File: src/hw/fifo_pkg.sv
`default_nettype none

package fifo_pkg;

	//////////////////////////////////////////////////
	// Sizes

	// Word width on the bus and in storage
	localparam int data_w      = 32;
	localparam int strb_w      = data_w / 8;
	localparam int axil_addr_w = 4;

	// FIFO geometry, level counts 0 through fifo_depth
	localparam int fifo_depth  = 16;
	localparam int ptr_w       = 4;
	localparam int level_w     = 5;

	//////////////////////////////////////////////////
	// Register map and response codes

	localparam logic [axil_addr_w-1:0] reg_data  = 'h0;
	localparam logic [axil_addr_w-1:0] reg_level = 'h4;

	localparam logic [1:0] resp_okay   = 2'b00;
	localparam logic [1:0] resp_slverr = 2'b10;

	//////////////////////////////////////////////////
	// Types

	typedef logic [data_w-1:0] word_t;

	// Push request from the write port into the FIFO
	typedef struct packed {
		logic  valid;
		word_t data;
	} fifo_push_t;

	// FIFO state seen by both bus ports
	typedef struct packed {
		logic [level_w-1:0] level;
		logic               empty;
		logic               full;
	} fifo_status_t;

	// AW and W payloads together
	typedef struct packed {
		logic [axil_addr_w-1:0] awaddr;
		word_t                  wdata;
		logic [strb_w-1:0]      wstrb;
	} axil_wr_t;

	// R payload
	typedef struct packed {
		word_t      rdata;
		logic [1:0] rresp;
	} axil_rd_t;

endpackage

`default_nettype wire

File: src/hw/memory_macro.sv
`default_nettype none

module memory_macro #(
	parameter int WIDTH = 32,
	parameter int DEPTH = 16,
	// Address bits follow from the depth
	localparam int addr_w = $clog2(DEPTH)
) (
	input  wire logic              porta_clk,

	// Port A writes only
	input  wire logic              porta_en,
	input  wire logic              porta_we,
	input  wire logic [addr_w-1:0] porta_addr,
	input  wire logic [WIDTH-1:0]  porta_din,

	// Port B reads only, one output register stage
	input  wire logic              portb_en,
	input  wire logic [addr_w-1:0] portb_addr,
	output logic      [WIDTH-1:0]  portb_dout
);

	//////////////////////////////////////////////////
	// Storage array

	logic [WIDTH-1:0] storage [DEPTH];

	// Start from an all-zero array
	initial begin
		for (int i = 0; i < DEPTH; i++) begin
			storage[i] = '0;
		end
	end

	//////////////////////////////////////////////////
	// Port A

	// Write needs both enable and write enable
	always_ff @(posedge porta_clk) begin
		if (porta_en && porta_we) begin
			storage[porta_addr] <= porta_din;
		end
	end

	//////////////////////////////////////////////////
	// Port B

	// Output register also starts at zero
	logic [WIDTH-1:0] portb_q = '0;

	// Registered read
	// Holds the last word while portb_en is low
	always_ff @(posedge porta_clk) begin
		if (portb_en) begin
			portb_q <= storage[portb_addr];
		end
	end

	// The caller never reads the slot being written in the same cycle
	assign portb_dout = portb_q;

endmodule

`default_nettype wire

File: src/hw/axil_push_port.sv
`default_nettype none

module axil_push_port
	import fifo_pkg::*;
(
	input  wire logic         porta_clk,
	input  wire logic         reset,

	// AW and W channels, payloads bundled
	input  wire logic         awvalid,
	output logic              awready,
	input  wire logic         wvalid,
	output logic              wready,
	input  wire axil_wr_t     wr,

	// B channel
	output logic              bvalid,
	input  wire logic         bready,
	output logic [1:0]        bresp,

	// FIFO side
	input  wire fifo_status_t status,
	output fifo_push_t        push
);

	logic out_of_reset;
	logic wr_fire;
	logic is_data;
	logic accept;

	//////////////////////////////////////////////////
	// Request acceptance

	// Ready stays low through reset and for its last edge
	always_ff @(posedge porta_clk) begin
		if (reset) begin
			out_of_reset <= 1'b0;
		end else begin
			out_of_reset <= 1'b1;
		end
	end

	// Address and data beats only taken as a pair
	// Blocked while a B response waits
	assign wr_fire = out_of_reset & awvalid & wvalid & ~bvalid;
	assign awready = wr_fire;
	assign wready  = wr_fire;

	// Offset decode
	// wstrb not looked at since every write is a full word
	assign is_data = (wr.awaddr == reg_data);

	// Full check lives here only
	assign accept = wr_fire & is_data & ~status.full;

	always_comb begin
		push.valid = accept;
		push.data  = wr.wdata;
	end

	//////////////////////////////////////////////////
	// Write response

	// bvalid one cycle after the handshake, held until bready
	always_ff @(posedge porta_clk) begin
		if (reset) begin
			bvalid <= 1'b0;
		end else if (wr_fire) begin
			bvalid <= 1'b1;
		end else if (bready) begin
			bvalid <= 1'b0;
		end
	end

	// Dropped pushes and bad offsets both report SLVERR
	always_ff @(posedge porta_clk) begin
		if (wr_fire) begin
			bresp <= accept ? resp_okay : resp_slverr;
		end
	end

endmodule

`default_nettype wire

File: src/hw/ring_fifo.sv
`default_nettype none

module ring_fifo
	import fifo_pkg::*;
(
	input  wire logic       porta_clk,
	input  wire logic       reset,

	// Push from the write port, never issued while full
	input  wire fifo_push_t push,

	// Pop from the read port, never issued while empty
	input  wire logic       pop,
	output word_t           pop_data,

	output fifo_status_t    status
);

	logic [ptr_w-1:0]   wr_ptr;
	logic [ptr_w-1:0]   rd_ptr;
	logic [level_w-1:0] level;

	//////////////////////////////////////////////////
	// Pointers

	// Both pointers wrap after the last slot
	always_ff @(posedge porta_clk) begin
		if (reset) begin
			wr_ptr <= '0;
		end else if (push.valid) begin
			if (wr_ptr == ptr_w'(fifo_depth - 1)) begin
				wr_ptr <= '0;
			end else begin
				wr_ptr <= wr_ptr + 1'b1;
			end
		end
	end

	always_ff @(posedge porta_clk) begin
		if (reset) begin
			rd_ptr <= '0;
		end else if (pop) begin
			if (rd_ptr == ptr_w'(fifo_depth - 1)) begin
				rd_ptr <= '0;
			end else begin
				rd_ptr <= rd_ptr + 1'b1;
			end
		end
	end

	//////////////////////////////////////////////////
	// Fill level

	// Push and pop together leave the level as it is
	always_ff @(posedge porta_clk) begin
		if (reset) begin
			level <= '0;
		end else begin
			case ({push.valid, pop})
				2'b10:   level <= level + 1'b1;
				2'b01:   level <= level - 1'b1;
				default: level <= level;
			endcase
		end
	end

	// Flags decoded from the level register
	always_comb begin
		status.level = level;
		status.empty = (level == '0);
		status.full  = (level == level_w'(fifo_depth));
	end

	//////////////////////////////////////////////////
	// Storage

	// Write pointer on port A and read pointer on port B
	// Popped word appears one cycle after pop and then holds
	memory_macro #(
		.WIDTH(data_w),
		.DEPTH(fifo_depth)
	) u_mem (
		.porta_clk  (porta_clk),
		.porta_en   (1'b1),
		.porta_we   (push.valid),
		.porta_addr (wr_ptr),
		.porta_din  (push.data),
		.portb_en   (pop),
		.portb_addr (rd_ptr),
		.portb_dout (pop_data)
	);

endmodule

`default_nettype wire

File: src/hw/axil_pop_port.sv
`default_nettype none

module axil_pop_port
	import fifo_pkg::*;
(
	input  wire logic                   porta_clk,
	input  wire logic                   reset,

	// AR channel
	input  wire logic                   arvalid,
	output logic                        arready,
	input  wire logic [axil_addr_w-1:0] araddr,

	// R channel, payload bundled
	output logic                        rvalid,
	input  wire logic                   rready,
	output axil_rd_t                    rd,

	// FIFO side
	input  wire fifo_status_t           status,
	output logic                        pop,
	input  wire word_t                  pop_data
);

	// Kind of read response waiting on the R channel
	typedef enum logic [1:0] {
		rsp_pop,
		rsp_level,
		rsp_err
	} rsp_kind_t;

	logic               out_of_reset;
	logic               ar_fire;
	logic               is_data;
	logic               is_level;
	rsp_kind_t          kind_q;
	logic [level_w-1:0] level_q;

	//////////////////////////////////////////////////
	// Address acceptance

	always_ff @(posedge porta_clk) begin
		if (reset) begin
			out_of_reset <= 1'b0;
		end else begin
			out_of_reset <= 1'b1;
		end
	end

	// One read in flight at a time
	assign arready = out_of_reset & ~rvalid;
	assign ar_fire = arvalid & arready;

	// Offset decode
	assign is_data  = (araddr == reg_data);
	assign is_level = (araddr == reg_level);

	// Empty check lives here only
	assign pop = ar_fire & is_data & ~status.empty;

	//////////////////////////////////////////////////
	// Pending response

	// rvalid one cycle after the AR handshake, held until rready
	always_ff @(posedge porta_clk) begin
		if (reset) begin
			rvalid <= 1'b0;
		end else if (ar_fire) begin
			rvalid <= 1'b1;
		end else if (rready) begin
			rvalid <= 1'b0;
		end
	end

	// Response kind and level as seen in the handshake cycle
	always_ff @(posedge porta_clk) begin
		if (ar_fire) begin
			level_q <= status.level;
			if (pop) begin
				kind_q <= rsp_pop;
			end else if (is_level) begin
				kind_q <= rsp_level;
			end else begin
				kind_q <= rsp_err;
			end
		end
	end

	//////////////////////////////////////////////////
	// Read data

	// pop_data stays put in the macro register while R stalls
	always_comb begin
		rd.rdata = '0;
		rd.rresp = resp_okay;
		case (kind_q)
			rsp_pop:   rd.rdata = pop_data;
			rsp_level: rd.rdata = word_t'(level_q);
			default:   rd.rresp = resp_slverr;
		endcase
	end

endmodule

`default_nettype wire

File: src/hw/axil_fifo_top.sv
`default_nettype none

module axil_fifo_top
	import fifo_pkg::*;
(
	input  wire logic                   porta_clk,
	input  wire logic                   reset,

	// Write address and data
	input  wire logic                   awvalid,
	output logic                        awready,
	input  wire logic                   wvalid,
	output logic                        wready,
	input  wire axil_wr_t               wr,

	// Write response
	output logic                        bvalid,
	input  wire logic                   bready,
	output logic [1:0]                  bresp,

	// Read address
	input  wire logic                   arvalid,
	output logic                        arready,
	input  wire logic [axil_addr_w-1:0] araddr,

	// Read data
	output logic                        rvalid,
	input  wire logic                   rready,
	output axil_rd_t                    rd
);

	fifo_push_t   push;
	fifo_status_t status;
	logic         pop;
	word_t        pop_data;

	//////////////////////////////////////////////////
	// Producer side

	axil_push_port u_push (
		.porta_clk (porta_clk),
		.reset     (reset),
		.awvalid   (awvalid),
		.awready   (awready),
		.wvalid    (wvalid),
		.wready    (wready),
		.wr        (wr),
		.bvalid    (bvalid),
		.bready    (bready),
		.bresp     (bresp),
		.status    (status),
		.push      (push)
	);

	//////////////////////////////////////////////////
	// Buffer

	ring_fifo u_fifo (
		.porta_clk (porta_clk),
		.reset     (reset),
		.push      (push),
		.pop       (pop),
		.pop_data  (pop_data),
		.status    (status)
	);

	//////////////////////////////////////////////////
	// Consumer side

	axil_pop_port u_pop (
		.porta_clk (porta_clk),
		.reset     (reset),
		.arvalid   (arvalid),
		.arready   (arready),
		.araddr    (araddr),
		.rvalid    (rvalid),
		.rready    (rready),
		.rd        (rd),
		.status    (status),
		.pop       (pop),
		.pop_data  (pop_data)
	);

endmodule

`default_nettype wire

File: config.mk
export PLATFORM = sky130hd
export DESIGN_NAME = axil_fifo_top
export DESIGN_NICKNAME = d
export VERILOG_FILES = /design/src/hw/fifo_pkg.sv /design/src/hw/memory_macro.sv /design/src/hw/axil_push_port.sv /design/src/hw/ring_fifo.sv /design/src/hw/axil_pop_port.sv /design/src/hw/axil_fifo_top.sv
export SDC_FILE = /design/constraint.sdc
export NUM_CORES = 1
export LEC_CHECK = 0
export BUFFER_PORTS_ARGS = -buffer_cell sky130_fd_sc_hd__buf_2
export CAP_MARGIN = 20
export CORE_UTILIZATION = 35
export CTS_CLUSTER_SIZE = 20
export DETAILED_ROUTE_END_ITERATION = 10
export GPL_TIMING_DRIVEN = 1
export PLACE_DENSITY = 0.59
export SKIP_CTS_REPAIR_TIMING = 1
export SLEW_MARGIN = 10
export SYNTH_ARGS = -nofsm -noshare
export SYNTH_HDL_FRONTEND = slang
export SYNTH_SLANG_ARGS = --single-unit
File: constraint.sdc
create_clock -name porta_clk -period 5.28 [get_ports porta_clk]
set_clock_uncertainty 0.1 [all_clocks]
set_input_delay 1.056 -clock porta_clk [delete_from_list [all_inputs] [get_ports porta_clk]]
set_output_delay 1.056 -clock porta_clk [all_outputs]
set_load 0.005 [all_outputs]
After elaboration in Yosys (flattened, before gate mapping) --
Memories as Yosys holds them, arrays and structs flattened. A register that Yosys moved wholly into a read port is not among the register bits. Cells that the tools add are included.
Word-level totals: memory bits (writable) 512, register bits after elaboration 25, memories 1, ROM bits 0, logic and storage cells 56, output and inout bits 41, bits in latches 0, bits of input ports 51
Memories:
- u_fifo.u_mem.storage | depth 16, bits a word 32, read ports 1, clocked after Yosys merged registers in 1, wr ports 1, RTL line memory_macro.sv:26 | logic [WIDTH-1:0] storage [DEPTH];
Operators by class: reduce and logical (&&, ||, !) cells 8, equality and inequality tests 7, magnitude comparators 0, $add $sub $neg 4, $mul 0, shifts and indexed selects 0, multiplexer cells 14, divide/modulo/power cells 0, bitwise gates (word level) 13
Operator list (number):
- 32-bit one-hot mux with 2 select lines | 1
- 5-bit one-hot mux with 2 select lines | 1
- 1-bit AND | 9
- 4-bit by 1-bit adder with 4-bit output, second input constant | 2
- 4-bit equality test, second input constant | 2
- 4-bit zero test | 2
- 4-bit 2-to-1 mux | 2
- 1-bit 2-to-1 mux | 7
- 2-bit 2-to-1 mux | 3
- 2-bit nonzero test | 3
- 5-bit by 1-bit adder with 5-bit output, second input constant | 1
- 5-bit equality test, second input constant | 1
- 5-bit zero test | 1
- 5-bit by 1-bit subtractor with 5-bit output, second input constant | 1
- 2-bit by 1-bit equality test with 1-bit output, second input constant | 2
- 4-bit by 3-bit equality test with 1-bit output, second input constant | 1
- 1-bit NOT | 4
- 2-bit equality test, second input constant | 1
- 2-bit zero test | 1
- 2-bit OR reduction | 1

Logic depth before layout (Yosys ltp) --
Gate-level depths: netlist (run 1).
word-level depth 7, depth in mapped cells 10, mapped depth without buffers 10

Cells and area by module --
From an unflattened synthesis (run 1), not the netlist that was laid out.
Second synthesis, totals: cells, all modules 1044, area, all modules 22012.4 µm²
By module, submodules not included:
- memory_macro | cells each 839, instances 1, seq. area each 16335.7 µm², area each 20160.6 µm²
- ring_fifo | cells each 94, instances 1, seq. area each 260.2 µm², area each 788.3 µm²
- axil_pop_port | cells each 64, instances 1, seq. area each 250.2 µm², area each 676.9 µm²
- axil_push_port | cells each 47, instances 1, seq. area each 70.1 µm², area each 386.6 µm²

Least setup slack after synthesis (run 1) --
Ideal clock, no wire load.
kind input -> register, start input wr[37] (netlist bit), end memory u_fifo.u_mem.storage[0][0] (enable), setup time 0.461 ns, slack 0.377 ns, arrival 4.342 ns, stages 4, path buffers 0, cells stage by stage or4_4 -> a211oi_4 -> nand2_1 -> nor3_1
Between the ends: cells in the longest elaborated chain, start to end 5
Ends and longest elaborated chain:
- from (decl) | RTL line axil_fifo_top.sv:14 | input wire axil_wr_t wr,
- 4-bit zero test | RTL line axil_push_port.sv:51 | assign is_data = (wr.awaddr == reg_data);
- 1-bit AND (2 in a row) | RTL line axil_push_port.sv:54 | assign accept = wr_fire & is_data & ~status.full;
- 1-bit 2-to-1 mux | RTL line memory_macro.sv:40 | if (porta_en && porta_we) begin
- 1-bit 2-to-1 mux (implied by the code) | RTL line memory_macro.sv:41 | storage[porta_addr] <= porta_din;
- to (decl) | RTL line memory_macro.sv:26
Every way passes these cells.

==> results of run 1 <==
## routing by layer
layer  global-route usage  vias up  part of all wire
met1                0.198     5332              0.43
met3               0.0291       70             0.046
li1                     -     4381                 -
met2                0.251      216              0.50
met5                    0        -           0.00077
met4               0.0373        6             0.019
## layout make-up
cell class	instances	area (sq um)
clock buffer	68	1490
timing repair buffer	116	758
tap	782	978
fill	5252	35700
multi-input combinational	363	4560
sequential	568	16900
inverter	11	41.3
clock inverter	35	295
## registers in the layout (all words and copies together) (netlist names)
signal / cells
u_fifo.u_mem.storage: 512
u_fifo.u_mem.portb_dout: 32
u_fifo.level: 5
u_pop.level_q: 5
u_fifo.rd_ptr: 4
u_fifo.wr_ptr: 4
u_pop.kind_q: 2
u_pop.out_of_reset: 1
u_pop.rvalid: 1
u_push.bresp: 1
u_push.bvalid: 1
## logic make-up (layout without fill, tap and decap cells)
| kind of cell | count (synthesis) | after routing | synth area share |
|---|---|---|---|
| other | 1 | 2 | 0.000174 |
| flip-flops | 568 | 568 | 0.782 |
| AND/OR/NAND/NOR | 125 | 125 | 0.0285 |
| AO/OA/AOI/OAI | 84 | 84 | 0.0299 |
| multiplexers | 139 | 139 | 0.139 |
| buffers and inverters | 69 | 230 | 0.0134 |
| adder cells (fa/ha/maj) | 10 | 10 | 0.00614 |
| XOR/XNOR | 3 | 3 | 0.00122 |
## Yosys cell counts (all sizes together)
library cell and number:
a2111o 1, a211oi 3, a21bo 1, a21o 1
a21oi 8, a22oi 64, a311o 1, a311oi 1
a31oi 2, a41oi 2, and2 28, and4b 1
buf 22, clkbuf 36, conb 1, dfxtp 16
edfxtp 552, fa 1, ha 9, inv 11
mux2 1, mux2i 10, mux4 128, nand2 38
nand2b 5, nand3 1, nand3b 2, nand4b 1
nor2 37, nor2b 3, nor3 4, nor4 2
nor4b 1, or4 2, xor2 3
## final timing paths
| check | from | endpoint | slack, ns |
|---|---|---|---|
| setup reg to reg | u_fifo.level[0] | u_fifo.level[4] | 2.10 |
| hold reg to reg | u_push.bvalid | u_push.bvalid | 0.38 |
| setup / recovery | u_pop.kind_q[0] | rd[14] | 1.86 |
| hold / removal | u_push.bvalid | u_push.bvalid | 0.38 |
## power breakdown
part | total [mW] | switching, mW | internal (mW)
Combinational | 0.0925 | 0.0695 | 0.0230
Clock | 3.87 | 1.67 | 2.20
Sequential | 4.94 | 0.00314 | 4.94
## worst min-delay path, delay by kind of cell, from the launching register on
| kind | cells | cell delay, ns |
|---|---|---|
| AND/OR/NAND/NOR | 1 | 0.06 |
| flip-flops | 1 | 0.31 |
| AO/OA/AOI/OAI | 1 | 0.06 |
## stage by stage
stage / area [sq um] / hold slack (ns) / utilization / setup WS (ns)
2_1_floorplan: 21600 / 0.374 / - / 0.377
3_3_place_gp: 23200 / 0.371 / 0.383 / 1.33
3_5_place_dp: 23200 / 0.375 / 0.383 / 1.29
4_1_cts: 25000 / 0.385 / 0.412 / 1.65
5_1_grt: 25000 / 0.430 / 0.412 / 1.61
6_report: 25000 / 0.379 / 0.412 / 1.86
==> summary.md, run 1 <==
| Metric | Value |
|---|---|
| Final Hold Fails | `0` |
| Synth top area cells | `edfxtp_1 (77%), mux4_2 (13%), a22oi_1 (2.2%)` |
| DR iter-0 viols | `694` |
| Crit-path leading delay family | `simple AND/OR/NAND/NOR gates` |
| Crit path kind | `flip-flop to output pin` |
| CTS max path bufs | `3` |
| Design Power | `8.90 mW` |
| Chip width | `about 250 um` |
| Setup TNS | `0 ns` |
| Initial cell density of the core | `0.356` |
| Final std cells w/o fill | `1,943` |
| Grt ovf | `0` |
| Initial antenna violation count | `4` |
| Crit end category | `output pin` |
| Critical Path AT | `about 2.3 ns` |
| Synth Warn # | `0` |
| Synthesized flop and latch total | `~570` |
| Crit path buffers/inverters | `1` |
| # diodes | `0` |
| Clk sinks | `around 570` |
| Fmax | `just under 0.3 GHz` |
| DRC | `0` |
| Root Buffer | `clkbuf_16` |
| Layout cells sized above 1 | `0.307` |
| Max-slew violations | `0` |
| Worst path slowest cell | `nor2_4` |
| Placed insts | `between 1,500 and 2,000` |
| Worst Tran Pin Value | `between 0.9 and 1 ns` |
| Worst Hold Class | `flip-flop to flip-flop` |
| PwrDens | `roughly 360 nW/um^2` |
| Worst stage delay on the critical path | `0.68 ns` |
| LEAKAGE | `~8 nW` |
| Nets | `1,178` |
| Vias | `10,000` |
| Commonest non-fill, non-tap cell in the layout | `edfxtp_1` |
| Status | `completed` |
| Total core area | `60,700 sq um` |
| TritonCTS Buffers | `57` |
| Post-route ant nets | `0` |
| Htree depth | `2` |
| Routed len/inst | `approximately 23 um` |
| Die area | `62,700 sq um` |
| Mapped Area | `about 22,000 sq um` |
| GP Congestion | `roughly 0.70` |
| Minimum clock period | `about 3.4 ns` |
| Gate Count Post-Synth | `between 900 and 1,000` |
| Clk slew on worst S/H paths | `approximately 0.060 ns` |
| Crit-path max FO | `27` |
| Vias in the first global route | `10,600` |
| Yosys top cell area share | `0.767` |
| CP required | `approximately 4.1 ns` |
| Largest area contributor in the netlist | `edfxtp_1` |
| Unrepaired setup endpoints after global routing | `no` |
| Pin count of the biggest net entering global routing | `88` |
| Mean Syn Cell Area | `21.6 sq um` |
| Worst-path cell chain | `nor2_4 -> and2_1 -> buf_2` |
| Final setup vio count | `0` |
| Rel. slew slack | `0.348` |
| Cell depth of the worst setup path | `3` |
| Port buffer count | `85` |
| DRT Pass-1 Iters | `5` |
| Clock latency on the worst-skew pair | `0.61 ns` |
| Post-synthesis to final-layout area growth | `15.9%` |
| Synth cell types | `39` |
| Row cnt | `90` |
| Worst vdd ir | `0.000238 V` |
| Commonest non-fill, non-tap cells in the layout | `edfxtp_1 (552), mux4_2 (128), buf_2 (85), a22oi_1 (64), clkbuf_16 (58)` |
| Tot GR Track Use | `0.149` |
| Register area share after synthesis | `0.782` |
| Critical Path Start Type | `flip-flop` |
| Cells on worst reg2reg path | `10` |
| Die Span Y | `around 250 um` |
| Max cap viols | `0` |
| Hold depth | `2` |
| Final Cycle Share | `0.647` |
| Top Ports | `a little over 90` |
| CTS tree | `built` |
| First-pass GRT wire length | `between 60 and 70 mm` |
| Hpwl dp | `around 25 mm` |
| Total wire length | `~46 mm` |
| Vias/cell | `5.15` |
(Power assumes the default switching activity.)
==> run 2: changes to the inputs <==
--- a/config.mk
+++ b/config.mk
@@ -11,7 +11,7 @@
 export CTS_CLUSTER_SIZE = 20
 export DETAILED_ROUTE_END_ITERATION = 10
 export GPL_TIMING_DRIVEN = 1
-export PLACE_DENSITY = 0.59
+export PLACE_DENSITY = 0.61
 export SKIP_CTS_REPAIR_TIMING = 1
 export SLEW_MARGIN = 10
 export SYNTH_ARGS = -nofsm -noshare
==> constraint.sdc (replaced) <==
create_clock -name porta_clk -period 3.01 [get_ports porta_clk]
set_clock_uncertainty 0.1 [all_clocks]
set_input_delay 0.602 -clock porta_clk [delete_from_list [all_inputs] [get_ports porta_clk]]
set_output_delay 0.602 -clock porta_clk [all_outputs]
set_load 0.005 [all_outputs]
==> run 2 against run 1 <==
Net effect:
- count of clock-buffer cells in the layout down 2
- largest cell class unchanged
- clock power up 83%
- design area up 3.0%
- largest power group unchanged
- core utilization up 1.2 points
- first-iteration DRC count up 14%
- final cell count up 1.5%
- sequential power up 76%
- sequential share of layout area down 2.0 points
- hold slack worse by 0.20 ns
==> summary.md, run 2 (synthesis gave the netlist of run 1 again) <==
| Metric | Value |
|---|---|
| Status | `completed` |
| # diodes | `0 (unchanged)` |
| PwrDens | `618 nW/um^2 (+74%)` |
| Grt ovf | `0 (unchanged)` |
| CTS tree | `built` |
| Commonest non-fill, non-tap cells in the layout | `edfxtp_1 (552), mux4_2 (128), buf_2 (85), a22oi_1 (64), clkbuf_16 (58)` |
| Max cap viols | `0 (unchanged)` |
| Commonest non-fill, non-tap cell in the layout | `edfxtp_1` |
| Hpwl dp | `26.6 mm (+5.6%)` |
| WHS Endpoint | `u_push.bvalid` |
| Clk slew on worst S/H paths | `0.06 ns (about the same)` |
| Post-layout util | `0.425 (+0.0125)` |
| Crit-path leading delay family | `simple AND/OR/NAND/NOR gates` |
| Total wire length | `47.0 mm (+3.2%)` |
| TritonCTS Buffers | `56 (-1.8%)` |
| CP required | `2.31 ns (-1.81 ns)` |
| Crit path kind | `flip-flop to output pin` |
| R2R Setup Slk | `0.32 ns (-1.78 ns)` |
| Critical Path AT | `2.12 ns (-0.14 ns)` |
| Critical Path Source | `u_pop.kind_q[0]` |
| Largest reg by FF count | `u_fifo.u_mem.storage` |
| Placed Area | `23,900 sq um (+2.9%)` |
| FILL cells | `5,138 (-2.2%)` |
| Unrepaired setup endpoints after global routing | `no` |
| Total core area | `60,700 sq um (unchanged)` |
| Initial cell density of the core | `0.356 (unchanged)` |
| Vias in the first global route | `10,600 (-0.50%)` |
| Clock latency on the worst-skew pair | `0.60 ns (about the same)` |
| Design Power | `15.9 mW (+79%)` |
| Tot GR Track Use | `0.152 (+0.00342)` |
| Hold WS | `0.177 ns (-0.203 ns)` |
| Cell depth of the worst setup path | `4 (+1)` |
| Crit Reg-Reg Startpoint | `u_fifo.level[0]` |
| Worst-path cell chain | `nor2_4 -> buf_12 -> and2_1 -> buf_2` |
| Final Cycle Share | `0.937` |
| Top Ports | `92 (unchanged)` |
| Crit-path max FO | `19 (-30%)` |
| DR iter-0 viols | `791 (+14%)` |
| Worst Tran Pin Value | `0.692 ns (-0.286 ns)` |
| Pin count of the biggest net entering global routing | `46 (-48%)` |
| Clk sinks | `568 (unchanged)` |
| Worst stage delay on the critical path | `0.56 ns (-0.12 ns)` |
| Post-synthesis to final-layout area growth | `19.4%` |
| Fmax | `between 0.3 and 0.4 GHz` |
| Worst vdd ir | `0.000451 V (+90%)` |
| Vias/cell | `5.18 (+0.64%)` |
| Port buffer count | `85 (unchanged)` |
| Worst Min Path Start | `bready` |
| Crit path buffers/inverters | `2 (+1)` |
| Largest register FFs | `512 (unchanged)` |
| Worst Hold Class | `input port to flip-flop` |
| LEAKAGE | `8.11 nW (+3.2%)` |
| DRT Pass-1 Iters | `5 (unchanged)` |
| Rel. slew slack | `0.539 (+0.191)` |
| Initial antenna violation count | `3 (-1)` |
| Post-route cell area | `25,800 sq um (+3.0%)` |
| Root Buffer | `clkbuf_16` |
| Die area | `62,700 sq um (unchanged)` |
| Final setup vio count | `0 (unchanged)` |
| Max-slew violations | `0 (unchanged)` |
| Final Hold Fails | `0 (unchanged)` |
| GP Congestion | `0.740 (+5.1%)` |
| Minimum clock period | `roughly 2.8 ns` |
| First-pass GRT wire length | `69.9 mm (+1.5%)` |
| DRC | `0 (unchanged)` |
| Die Span Y | `250 um (unchanged)` |
| Routed len/inst | `23.8 um (+1.6%)` |
| Cells on worst reg2reg path | `10 (unchanged)` |
| CTS max path bufs | `3 (unchanged)` |
| Critical R2R Capture | `u_fifo.level[4]` |
| Critical Path Start Type | `flip-flop` |
| Htree depth | `2 (unchanged)` |
| Chip width | `250 um (unchanged)` |
| Hold depth | `3 (+1)` |
| Crit end category | `output pin` |
| Layout cells sized above 1 | `0.332 (+0.0250)` |
| Nets | `1,208 (+2.5%)` |
| Post-route ant nets | `0 (unchanged)` |
| Row cnt | `90 (unchanged)` |
| Worst path slowest cell | `edfxtp_1` |
| Vias | `10,200 (+2.2%)` |
==> run 2: changes by cell type in the layout (fill, tap and decap cells not counted), sizes merged <==
cell      before  now
clkinvlp       1    3
clkbuf        68   66
buf          116  147
inv           13   12
clkinv        28   24
bufinv         4    8
==> run 2: through the flow <==
stage | TNS, ns | std cells | worst slack (ns)
3_5_place_dp | -0.127 | 1871 | -0.0906
2_1_floorplan | -14.89 | 1000 | -0.919
3_3_place_gp | -0.0730 | 1871 | -0.0730
4_1_cts | 0 | 1973 | 0.0641
5_1_grt | 0 | 1973 | 0.0407
6_report | 0 | 1973 | 0.189
==> run 2: where the power goes <==
group	switching (mW)	internal (mW)	total (mW)	leakage, nW
logic	0.122	0.0432	0.165	2.11
clock network	2.90	4.19	7.09	0.913
registers	0.00591	8.66	8.67	5.09
total	3.03	12.9	15.9	8.11
==> run 2: tightest hold or removal path, stage by stage <==
cell and delay [ns]:
buf_2 0.07, nand2b_1 0.09, a21oi_1 0.06
==> run 2: cell type report <==
type	instances	area, sq um	area share
repair buffers	147	1350	0.0525
flip-flops and latches	568	16900	0.656
clock inverters	36	393	0.0152
clock buffers	66	1480	0.0575
well taps	782	978	0.0379
inverters	11	41.3	0.00160
multi-input cells	363	4630	0.180
==> run 2: worst max-delay path by stage <==
stage | end | slack (ns)
after floorplan | u_fifo.level[4] | -0.92
after global placement | u_fifo.level[4] | -0.07
after detailed placement | u_fifo.level[4] | -0.09
after CTS | rd[17] | 0.06
after global routing | rd[17] | 0.04
final | rd[17] | 0.19
==> run 2: layer usage <==
| layer | share of wire | track usage |
|---|---|---|
| met2 | 0.49 | 0.250 |
| met3 | 0.041 | 0.0256 |
| met1 | 0.45 | 0.211 |
| met5 | 0.00096 | 0 |
| met4 | 0.018 | 0.0375 |
